### src/gpio_bus_pkg.sv
// GPIO bus register map
`default_nettype none

package gpio_bus_pkg;

    // bus data width
    localparam int unsigned BUS_DW = 32;
    // byte address width, covers 8 word registers
    localparam int unsigned BUS_AW = 5;

    // register index width
    localparam int unsigned REG_IW = 3;
    // index sits above the byte offset, address bits 4 to 2
    localparam int unsigned REG_LSB = 2;

    // register indices
    localparam logic [REG_IW-1:0] REG_OUT  = 3'd0;  // output value
    localparam logic [REG_IW-1:0] REG_OEN  = 3'd1;  // drive enable
    localparam logic [REG_IW-1:0] REG_IN   = 3'd2;  // synchronized input, read only
    localparam logic [REG_IW-1:0] REG_IEN  = 3'd3;  // input enable
    localparam logic [REG_IW-1:0] REG_RISE = 3'd4;  // rising edge irq enable
    localparam logic [REG_IW-1:0] REG_FALL = 3'd5;  // falling edge irq enable
    localparam logic [REG_IW-1:0] REG_STS  = 3'd6;  // sticky status, write 1 to clear

    // highest mapped index
    // index 7 answers with an error
    localparam logic [REG_IW-1:0] REG_LAST = 3'd6;

endpackage : gpio_bus_pkg

`default_nettype wire

### src/gpio_pin_pkg.sv
// GPIO pin configuration
`default_nettype none

package gpio_pin_pkg;

    // number of pins
    // keep at or below the bus data width
    localparam int unsigned GPIO_W = 16;

    // synchronizer flop count
    // 0 bypasses the CDC stage entirely
    localparam int unsigned SYNC_N = 2;

endpackage : gpio_pin_pkg

`default_nettype wire

### src/gpio_edge_detect.sv
// GPIO input gate and edge detector
`default_nettype none
`timescale 1ns/1ps

module gpio_edge_detect
    import gpio_pin_pkg::*;
(
    input  logic              clk,
    input  logic              rst,
    // synchronized pins
    input  logic [GPIO_W-1:0] pin_sync,
    // per pin input enable
    input  logic [GPIO_W-1:0] in_en,
    // gated value
    output logic [GPIO_W-1:0] pin_val,
    // single cycle edge pulses
    output logic [GPIO_W-1:0] pin_rise,
    output logic [GPIO_W-1:0] pin_fall
);

    // gated input, current cycle
    logic [GPIO_W-1:0] gated;
    // gated input, previous cycle
    logic [GPIO_W-1:0] prev_q;

    // disabled pins read as low
    assign gated = pin_sync & in_en;

    // history register
    // zero after reset so a pin held high stays quiet until enabled
    always_ff @(posedge clk) begin
        if (rst) begin
            prev_q <= '0;
        end else begin
            prev_q <= gated;
        end
    end

    // value follows the gate without delay
    assign pin_val = gated;

    // rise when low last cycle and high now
    assign pin_rise = gated & ~prev_q;

    // fall is the mirror image
    // clearing in_en on a high pin shows up here as a fall
    assign pin_fall = ~gated & prev_q;

endmodule : gpio_edge_detect

`default_nettype wire

### src/gpio_input_sync.sv
// GPIO input synchronizer
`default_nettype none
`timescale 1ns/1ps

module gpio_input_sync
    import gpio_pin_pkg::*;
(
    input  logic              clk,
    input  logic              rst,
    // asynchronous pin values
    input  logic [GPIO_W-1:0] pin_raw,
    // values in the clk domain
    output logic [GPIO_W-1:0] pin_sync
);

    generate
        if (SYNC_N == 0) begin : g_bypass
            // inputs already synchronous
            assign pin_sync = pin_raw;
        end else begin : g_chain
            // flop chain, stage 0 samples the raw pins
            logic [GPIO_W-1:0] stage_q [SYNC_N];

            always_ff @(posedge clk) begin
                if (rst) begin
                    for (int i = 0; i < SYNC_N; i++) begin
                        stage_q[i] <= '0;
                    end
                end else begin
                    stage_q[0] <= pin_raw;
                    // shift toward the last stage
                    for (int i = 1; i < SYNC_N; i++) begin
                        stage_q[i] <= stage_q[i-1];
                    end
                end
            end

            // last stage is the settled value
            assign pin_sync = stage_q[SYNC_N-1];
        end
    endgenerate

endmodule : gpio_input_sync

`default_nettype wire

### src/gpio_peri.sv
// GPIO peripheral top
`default_nettype none
`timescale 1ns/1ps

module gpio_peri
    import gpio_bus_pkg::*, gpio_pin_pkg::*;
(
    input  logic              clk,
    input  logic              rst,
    // system bus, no wait states
    input  logic              bus_vld,
    input  logic              bus_wen,
    input  logic [BUS_AW-1:0] bus_adr,
    input  logic [BUS_DW-1:0] bus_wdt,
    output logic [BUS_DW-1:0] bus_rdt,
    output logic              bus_err,
    // pins
    input  logic [GPIO_W-1:0] gpio_i,
    output logic [GPIO_W-1:0] gpio_o,
    output logic [GPIO_W-1:0] gpio_e,
    // interrupt
    output logic              irq
);

    //////////////////////////////
    // input pipeline
    //////////////////////////////

    // between synchronizer and edge detector
    logic [GPIO_W-1:0] pin_sync;
    // between edge detector and registers
    logic [GPIO_W-1:0] pin_val;
    logic [GPIO_W-1:0] pin_rise;
    logic [GPIO_W-1:0] pin_fall;
    // enable mask fed back from the registers
    logic [GPIO_W-1:0] in_en;

    // cdc stage
    gpio_input_sync gpio_input_sync_inst (
        .clk      (clk),
        .rst      (rst),
        .pin_raw  (gpio_i),
        .pin_sync (pin_sync)
    );

    // gate and edges
    gpio_edge_detect gpio_edge_detect_inst (
        .clk      (clk),
        .rst      (rst),
        .pin_sync (pin_sync),
        .in_en    (in_en),
        .pin_val  (pin_val),
        .pin_rise (pin_rise),
        .pin_fall (pin_fall)
    );

    //////////////////////////////
    // register stage
    //////////////////////////////

    gpio_regs gpio_regs_inst (
        .clk      (clk),
        .rst      (rst),
        .bus_vld  (bus_vld),
        .bus_wen  (bus_wen),
        .bus_adr  (bus_adr),
        .bus_wdt  (bus_wdt),
        .bus_rdt  (bus_rdt),
        .bus_err  (bus_err),
        .pin_val  (pin_val),
        .pin_rise (pin_rise),
        .pin_fall (pin_fall),
        .in_en    (in_en),
        .gpio_o   (gpio_o),
        .gpio_e   (gpio_e),
        .irq      (irq)
    );

endmodule : gpio_peri

`default_nettype wire

### src/gpio_regs.sv
// GPIO register stage
`default_nettype none
`timescale 1ns/1ps

module gpio_regs
    import gpio_bus_pkg::*, gpio_pin_pkg::*;
(
    input  logic              clk,
    input  logic              rst,
    // bus request
    input  logic              bus_vld,
    input  logic              bus_wen,
    input  logic [BUS_AW-1:0] bus_adr,
    input  logic [BUS_DW-1:0] bus_wdt,
    // bus response, same cycle
    output logic [BUS_DW-1:0] bus_rdt,
    output logic              bus_err,
    // from the edge detector
    input  logic [GPIO_W-1:0] pin_val,
    input  logic [GPIO_W-1:0] pin_rise,
    input  logic [GPIO_W-1:0] pin_fall,
    // back to the edge detector
    output logic [GPIO_W-1:0] in_en,
    // pin drivers
    output logic [GPIO_W-1:0] gpio_o,
    output logic [GPIO_W-1:0] gpio_e,
    // interrupt request
    output logic              irq
);

    //////////////////////////////
    // address decode
    //////////////////////////////

    logic [REG_IW-1:0] reg_idx;
    logic              adr_ok;
    logic              wr_en;
    logic              rd_en;

    // word index from the byte address
    assign reg_idx = bus_adr[REG_LSB +: REG_IW];

    // word aligned and inside the map
    assign adr_ok = (bus_adr[REG_LSB-1:0] == '0) && (reg_idx <= REG_LAST);

    // only good addresses touch the registers
    assign wr_en = bus_vld &  bus_wen & adr_ok;
    assign rd_en = bus_vld & ~bus_wen & adr_ok;

    // error flagged for any bad transfer, read or write
    assign bus_err = bus_vld & ~adr_ok;

    //////////////////////////////
    // control registers
    //////////////////////////////

    logic [GPIO_W-1:0] wdt;
    logic [GPIO_W-1:0] out_q;
    logic [GPIO_W-1:0] oen_q;
    logic [GPIO_W-1:0] ien_q;
    logic [GPIO_W-1:0] rise_q;
    logic [GPIO_W-1:0] fall_q;

    // upper data bits have no pins behind them
    assign wdt = bus_wdt[GPIO_W-1:0];

    always_ff @(posedge clk) begin
        if (rst) begin
            out_q  <= '0;
            oen_q  <= '0;
            ien_q  <= '0;
            rise_q <= '0;
            fall_q <= '0;
        end else if (wr_en) begin
            // REG_IN and REG_STS handled elsewhere or ignored
            case (reg_idx)
                REG_OUT:  out_q  <= wdt;
                REG_OEN:  oen_q  <= wdt;
                REG_IEN:  ien_q  <= wdt;
                REG_RISE: rise_q <= wdt;
                REG_FALL: fall_q <= wdt;
                default:  ;
            endcase
        end
    end

    assign gpio_o = out_q;
    assign gpio_e = oen_q;
    assign in_en  = ien_q;

    //////////////////////////////
    // status and interrupt
    //////////////////////////////

    logic [GPIO_W-1:0] evt;
    logic [GPIO_W-1:0] clr;
    logic [GPIO_W-1:0] sts_q;
    logic              irq_q;

    // edges that software asked for
    assign evt = (pin_rise & rise_q) | (pin_fall & fall_q);

    // write one to clear
    assign clr = (wr_en && (reg_idx == REG_STS)) ? wdt : '0;

    // new events win over a clear in the same cycle
    always_ff @(posedge clk) begin
        if (rst) begin
            sts_q <= '0;
        end else begin
            sts_q <= (sts_q & ~clr) | evt;
        end
    end

    // one cycle behind status
    always_ff @(posedge clk) begin
        if (rst) begin
            irq_q <= 1'b0;
        end else begin
            irq_q <= |sts_q;
        end
    end

    assign irq = irq_q;

    //////////////////////////////
    // read multiplexer
    //////////////////////////////

    logic [GPIO_W-1:0] rd_pin;

    always_comb begin
        case (reg_idx)
            REG_OUT:  rd_pin = out_q;
            REG_OEN:  rd_pin = oen_q;
            REG_IN:   rd_pin = pin_val;
            REG_IEN:  rd_pin = ien_q;
            REG_RISE: rd_pin = rise_q;
            REG_FALL: rd_pin = fall_q;
            REG_STS:  rd_pin = sts_q;
            default:  rd_pin = '0;
        endcase
    end

    // zero extend, quiet when not reading
    always_comb begin
        bus_rdt = '0;
        if (rd_en) begin
            bus_rdt[GPIO_W-1:0] = rd_pin;
        end
    end

endmodule : gpio_regs

`default_nettype wire
### config.mk
export PLATFORM = sky130hd
export DESIGN_NAME = gpio_peri
export DESIGN_NICKNAME = d
export VERILOG_FILES = /design/src/gpio_bus_pkg.sv /design/src/gpio_pin_pkg.sv /design/src/gpio_edge_detect.sv /design/src/gpio_input_sync.sv /design/src/gpio_peri.sv /design/src/gpio_regs.sv
export SDC_FILE = /design/constraint.sdc
export NUM_CORES = 1
export LEC_CHECK = 0
export BUFFER_PORTS_ARGS = -buffer_cell sky130_fd_sc_hd__buf_4
export CAP_MARGIN = 20
export CORE_MARGIN = 5
export CORE_UTILIZATION = 30
export DETAILED_ROUTE_END_ITERATION = 8
export PLACE_DENSITY = 0.51
export SLEW_MARGIN = 20
export SYNTH_ARGS = -nofsm -noshare
export SYNTH_HDL_FRONTEND = slang
export SYNTH_SLANG_ARGS = --single-unit
### constraint.sdc
create_clock -name clk -period 5.2 [get_ports clk]
set_input_delay 1.04 -clock clk [delete_from_list [all_inputs] [get_ports clk]]
set_output_delay 1.04 -clock clk [all_outputs]
set_load 0.05 [all_outputs]
## After elaboration in Yosys (flattened, before gate mapping)

Memory sizes are Yosys's and may differ from the RTL's.
Cells that the tools add are included.

| word-level totals | value |
|---|---|
| register bits | 113 |
| bits in writable memories | 32 |
| memories | 1 |

| cells by class | value |
|---|---|
| $lt $le $gt $ge | 1 |
| bitwise operators | 20 |
| mux-type cells | 8 |
| equality and inequality tests | 6 |
| reduce and logical (&&, ||, !) cells | 10 |

Memory list:

| memory | words | width | rd ports | clocked after Yosys merged registers in | write ports | RTL line | source |
|---|---|---|---|---|---|---|---|
| gpio_input_sync_inst.g_chain.stage_q | 2 | 16 | 2 | 0 | 2 | gpio_input_sync.sv:22 | `logic [GPIO_W-1:0] stage_q [SYNC_N];` |

Operator list:

| operator | count |
|---|---|
| one-hot mux 16 bit (7 select lines) | 1 |
| bitwise AND 16 bit | 6 |
| two-way mux 16 bit | 4 |
| inverter 16 bit | 3 |
| bitwise OR 16 bit | 2 |
| OR reduction 16 bit | 1 |
| AND reduction 2 bit | 5 |
| equality test 3 bit (second input constant) | 3 |
| equality test 3 x 2 -> 1 bit (second input constant) | 2 |
| bitwise AND 1 bit | 5 |
| equality test 3 x 1 -> 1 bit (second input constant) | 1 |
| less-or-equal comparator 3 bit (second input constant) | 1 |
| logical NOT 3 bit | 1 |
| two-way mux 1 bit | 3 |
| logical AND 1 bit | 2 |
| logical NOT 2 bit | 1 |
| inverter 1 bit | 2 |
| bitwise OR 1 bit | 2 |

## Depth between registers and ports, before layout

| logic depth | value |
|---|---|
| depth after elaboration | 8 |
| gate-level depth with buffers | 7 |
| mapped depth without buffers | 4 |

## By module

Synthesis repeated with hierarchy kept, for this count alone.

| unflattened totals | value |
|---|---|
| cell total of the unflattened synthesis | 670 |
| area total of the unflattened synthesis | 6632.6 sq um |

Modules (own cells, without submodules):

| module | seq. area each (sq um) | area each (sq um) | cells each | instances |
|---|---|---|---|---|
| gpio_regs | 1941.9 | 4809.6 | 506 | 1 |
| gpio_input_sync | 640.6 | 983.4 | 83 | 1 |
| gpio_edge_detect | 320.3 | 839.6 | 81 | 1 |

## Worst setup path after synthesis

OpenSTA, ideal clock, no wires.

| timing | value |
|---|---|
| path type | input -> output |
| start | in bus_adr[2] |
| end | out bus_rdt[14] |
| cell stages on the path | 6 |
| path buffers | 2 |
| required time | 4.160 ns |
| slack | 1.471 ns |
| arrival | 2.689 ns |
| cell sequence | buf_6 buf_2 nor2b_1 a221oi_1 a31o_1 a21oi_1 |

| on the way | value |
|---|---|
| word-level cells in the longest chain between the ends | 4 |
| elaborated cells between the ends (all ways) | 12 |
| those cells by class | order compare: 1; eq/ne: 6; mux: 2; bitwise: 1; reduce/logical: 2 |

Ends and longest elaborated chain:

| what | RTL line | source |
|---|---|---|
| start: declaration | gpio_peri.sv:13 | `input logic [BUS_AW-1:0] bus_adr,` |
| less-or-equal comparator 3 bit | gpio_regs.sv:44 | `assign adr_ok = (bus_adr[REG_LSB-1:0] == '0) && (reg_idx <= REG_LAST);` |
| logical AND 1 bit | gpio_regs.sv:44 |  |
| bitwise AND 1 bit | gpio_regs.sv:48 | `assign rd_en = bus_vld & ~bus_wen & adr_ok;` |
| two-way mux 16 bit (*) | gpio_regs.sv:148 | `if (rd_en) begin` |
| end: declaration | gpio_peri.sv:15 | `output logic [BUS_DW-1:0] bus_rdt,` |

Every way passes the cells marked *; elsewhere a longest branch is shown, timed or not.

## Final worst setup path

| timing | value |
|---|---|
| start | in bus_adr[3] |
| end | out bus_rdt[8] |

Same word-level chain as after synthesis.

==> flow_metrics.tcl <==
set metrics [dict create \
    die_x_um 153 \
    clk_latency_ps 420 \
    fin_util_pct 37.6 \
    hold_buffers 0 \
    timing.final.crit_share_pct 76.9 \
    cts_resized 0 \
    crit_path_end_kind "primary output" \
    finalClockSkew_ps 7.99 \
    synthFlopType "dfxtp_1" \
    yosys.area.top_type "dfxtp_1" \
    n_fill_cell 2029 \
    ys_ff_latch 145 \
    cp_max_fo 41 \
    grt_pass1_wl_um 28000 \
    first_pass_iters 4 \
    clockBufferDepth 2 \
    drive_gt1_share_pct 20.1 \
    areaGrowthSynthToFinish_pct 23.2 \
    p_leak_uw 0.00303 \
    drcViolationCount 0 \
    final-instance-count-excl-fill 998 \
    dpl-instance-area_mm2 0.00700 \
    irDropWorstVdd_uv 226 \
    num_vias 4823 \
    synth.area.top_cells "dfxtp_1, mux2i_1, nor2_1, nor2b_1, buf_4" \
    grt_util_all_layers_pct 15.2 \
    clock_sinks 145 \
    cts_tree "yes" \
    max_freq_mhz 250 \
    crit_buf_inv 2 \
    crit_family "simple AND/OR/NAND/NOR gates" \
    syn_avg_cell_area_um2 9.71 \
    place.gp.congestion 0.810 \
    synth_area_mm2 0.00617 \
    slew_headroom_pct 30.9 \
    synthCells 635 \
    power_density_mw_per_mm2 334 \
    dp_cells 967 \
    cpPeakStageDelay_ps 610 \
    mostFrequentLayoutCells "dfxtp_1, nor2_1, buf_4" \
    post_cts_buffers 0 \
    rsz0062_at_grt "no" \
    yosys_warnings 0 \
    die_y_um 153 \
    wl_um 17700 \
    finalPower_uw 2540 \
    final_max_slew_viol_count 0 \
    die-area_mm2 0.0235 \
    place.port_buffers 90 \
    synth_edf_count 0 \
    worst_pin_slew_ps 1030 \
    fin_area_mm2 0.00760 \
    ant_nets 0 \
    ys_seq_area_share_pct 47.1 \
    critPathKind "in2out" \
    clkTransAtPathRegs_ps 60 \
    coreArea_mm2 0.0202 \
    overflow 0 \
    cts-root-buf "clkbuf_16" \
    post-route-min-period_ps 4000 \
    cpMostUsedCell "buf_4" \
    critPathRequiredTime_ps 4160 \
    grt_pass1_vias 5015 \
    routedWlPerCell_um 17.7 \
    grt_max_degree 56 \
    synth.top_cell.area_share_pct 47.1 \
    viasPerCell 4.83 \
    maxCapViolations 0 \
    mostFrequentLayoutCell "dfxtp_1" \
    nets 773 \
    hold_violations 0 \
    slowest_stage "nor2b_1" \
    numCtsBuffers 17 \
    outcome "finished clean" \
    drt_iter0_drc 253 \
    synthArstFlopShare_pct 0 \
    htreeDepth 4 \
    initial_core_util_pct 30.5 \
    fp-row-count 52 \
    synth_cell_types 50 \
    pin_count 123 \
    arrival_ps 2960 \
    setup_viol 0 \
    finalSetupTns_ps 0 \
    hold_path_class "reg2reg" \
    critPathLaunchType "input port" \
    antenna_found_initial 0 \
    dp_hpwl_um 11800 \
    antenna_cells 0 \
    crit_path_cell_trace "buf_4 -> nor2b_1 -> a221oi_1 -> o22a_1 -> nor2_1 -> buf_4" \
]
## cell families (layout without fill, tap and decap cells)
group / count (synthesis) / count (layout) / share of synthesized area, %
other: 1 / 16 / 0.0608
AOI/OAI and AO/OA: 104 / 104 / 11.6
and+or+nand+nor: 214 / 214 / 17.8
buffers and inverters: 73 / 151 / 6.55
DFF: 145 / 145 / 47.1
muxes: 98 / 98 / 16.9
## through the flow
step	hold slack (ps)	worst slack [ps]
finish	437	1200
global route	454	1040
CTS	442	1150
floorplan	414	1470
global placement	424	1150
detailed placement	428	1150
## path summary, 6_finish.rpt
| check | from | endpoint | slack (ps) | cells after the start |
|---|---|---|---|---|
| setup / recovery | bus_adr[3] | bus_rdt[8] | 1200 | 6 |
| hold / removal | gpio_input_sync_inst.g_chain.stage_q[0][6]$_SDFF_PP0_ | gpio_input_sync_inst.g_chain.stage_q[0][22]$_SDFF_PP0_ | 440 | 1 |
| setup reg to reg | gpio_regs_inst.sts_q[3]$_SDFF_PP0_ | gpio_regs_inst.irq$_SDFF_PP0_ | 4100 | 2 |
| hold reg to reg | gpio_input_sync_inst.g_chain.stage_q[0][6]$_SDFF_PP0_ | gpio_input_sync_inst.g_chain.stage_q[0][22]$_SDFF_PP0_ | 440 | 1 |
## metal layers
metal  wire [um]  vias to the layer above  GRT usage [%]  part of all wire, %
li1            -                     2348              -                    -
met4         323                        0           5.26                  1.8
met5           0                        -              0                    0
met1        8060                     2327           19.9                   46
met3        1040                       22           3.79                  5.9
met2        8270                      126           24.4                   47
## cell type report
cell class	count	area, um2	share of cell area, %
inverters	17	63.8	0.840
clock inverters	5	100	1.32
repair buffers	103	773	10.2
clock buffers	26	499	6.57
multi-input cells	432	2920	38.4
well taps	270	338	4.45
flip-flops and latches	145	2900	38.2
## power by group
part	switching, uW	leakage (uW)	internal (uW)	total [uW]
registers	5.97	0.00117	1130	1130
logic	114	0.00156	50.5	165
clock network	443	0.000294	802	1250
## worst reg2reg max path: stages (launching register included)
cell and delay (ps):
dfxtp_1 340, nor4_1 440, a41oi_1 180
## synthesized netlist by cell type (2+ instances only)
| library cell | count |
|---|---|
| a211oi_1 | 4 |
| a21oi_1 | 22 |
| a221oi_1 | 7 |
| a22oi_1 | 7 |
| a31oi_1 | 19 |
| a32o_1 | 4 |
| and3_1 | 3 |
| buf_1 | 2 |
| buf_2 | 11 |
| buf_4 | 19 |
| buf_6 | 6 |
| clkbuf_1 | 18 |
| dfxtp_1 | 145 |
| inv_1 | 16 |
| mux2_1 | 6 |
| mux2i_1 | 87 |
| mux4_2 | 4 |
| nand2_1 | 22 |
| nand2b_1 | 3 |
| nand3_1 | 2 |
| nor2_1 | 110 |
| nor2b_1 | 39 |
| nor3b_1 | 16 |
| nor4_1 | 4 |
| nor4_4 | 2 |
| o211a_1 | 5 |
| o211ai_1 | 6 |
| o21ai_1 | 17 |
| o221a_1 | 3 |
| o22a_1 | 4 |
| or2_2 | 3 |
## state kept, by name, summed over array words and instances (netlist names)
register,cells
gpio_regs_inst.in_en,16
gpio_regs_inst.irq,1
gpio_regs_inst.fall_q,16
gpio_edge_detect_inst.prev_q,16
gpio_regs_inst.gpio_e,16
gpio_input_sync_inst.g_chain.stage_q,32
gpio_regs_inst.gpio_o,16
gpio_regs_inst.rise_q,16
gpio_regs_inst.sts_q,16
Note: power is estimated with default switching activity, not from simulation.
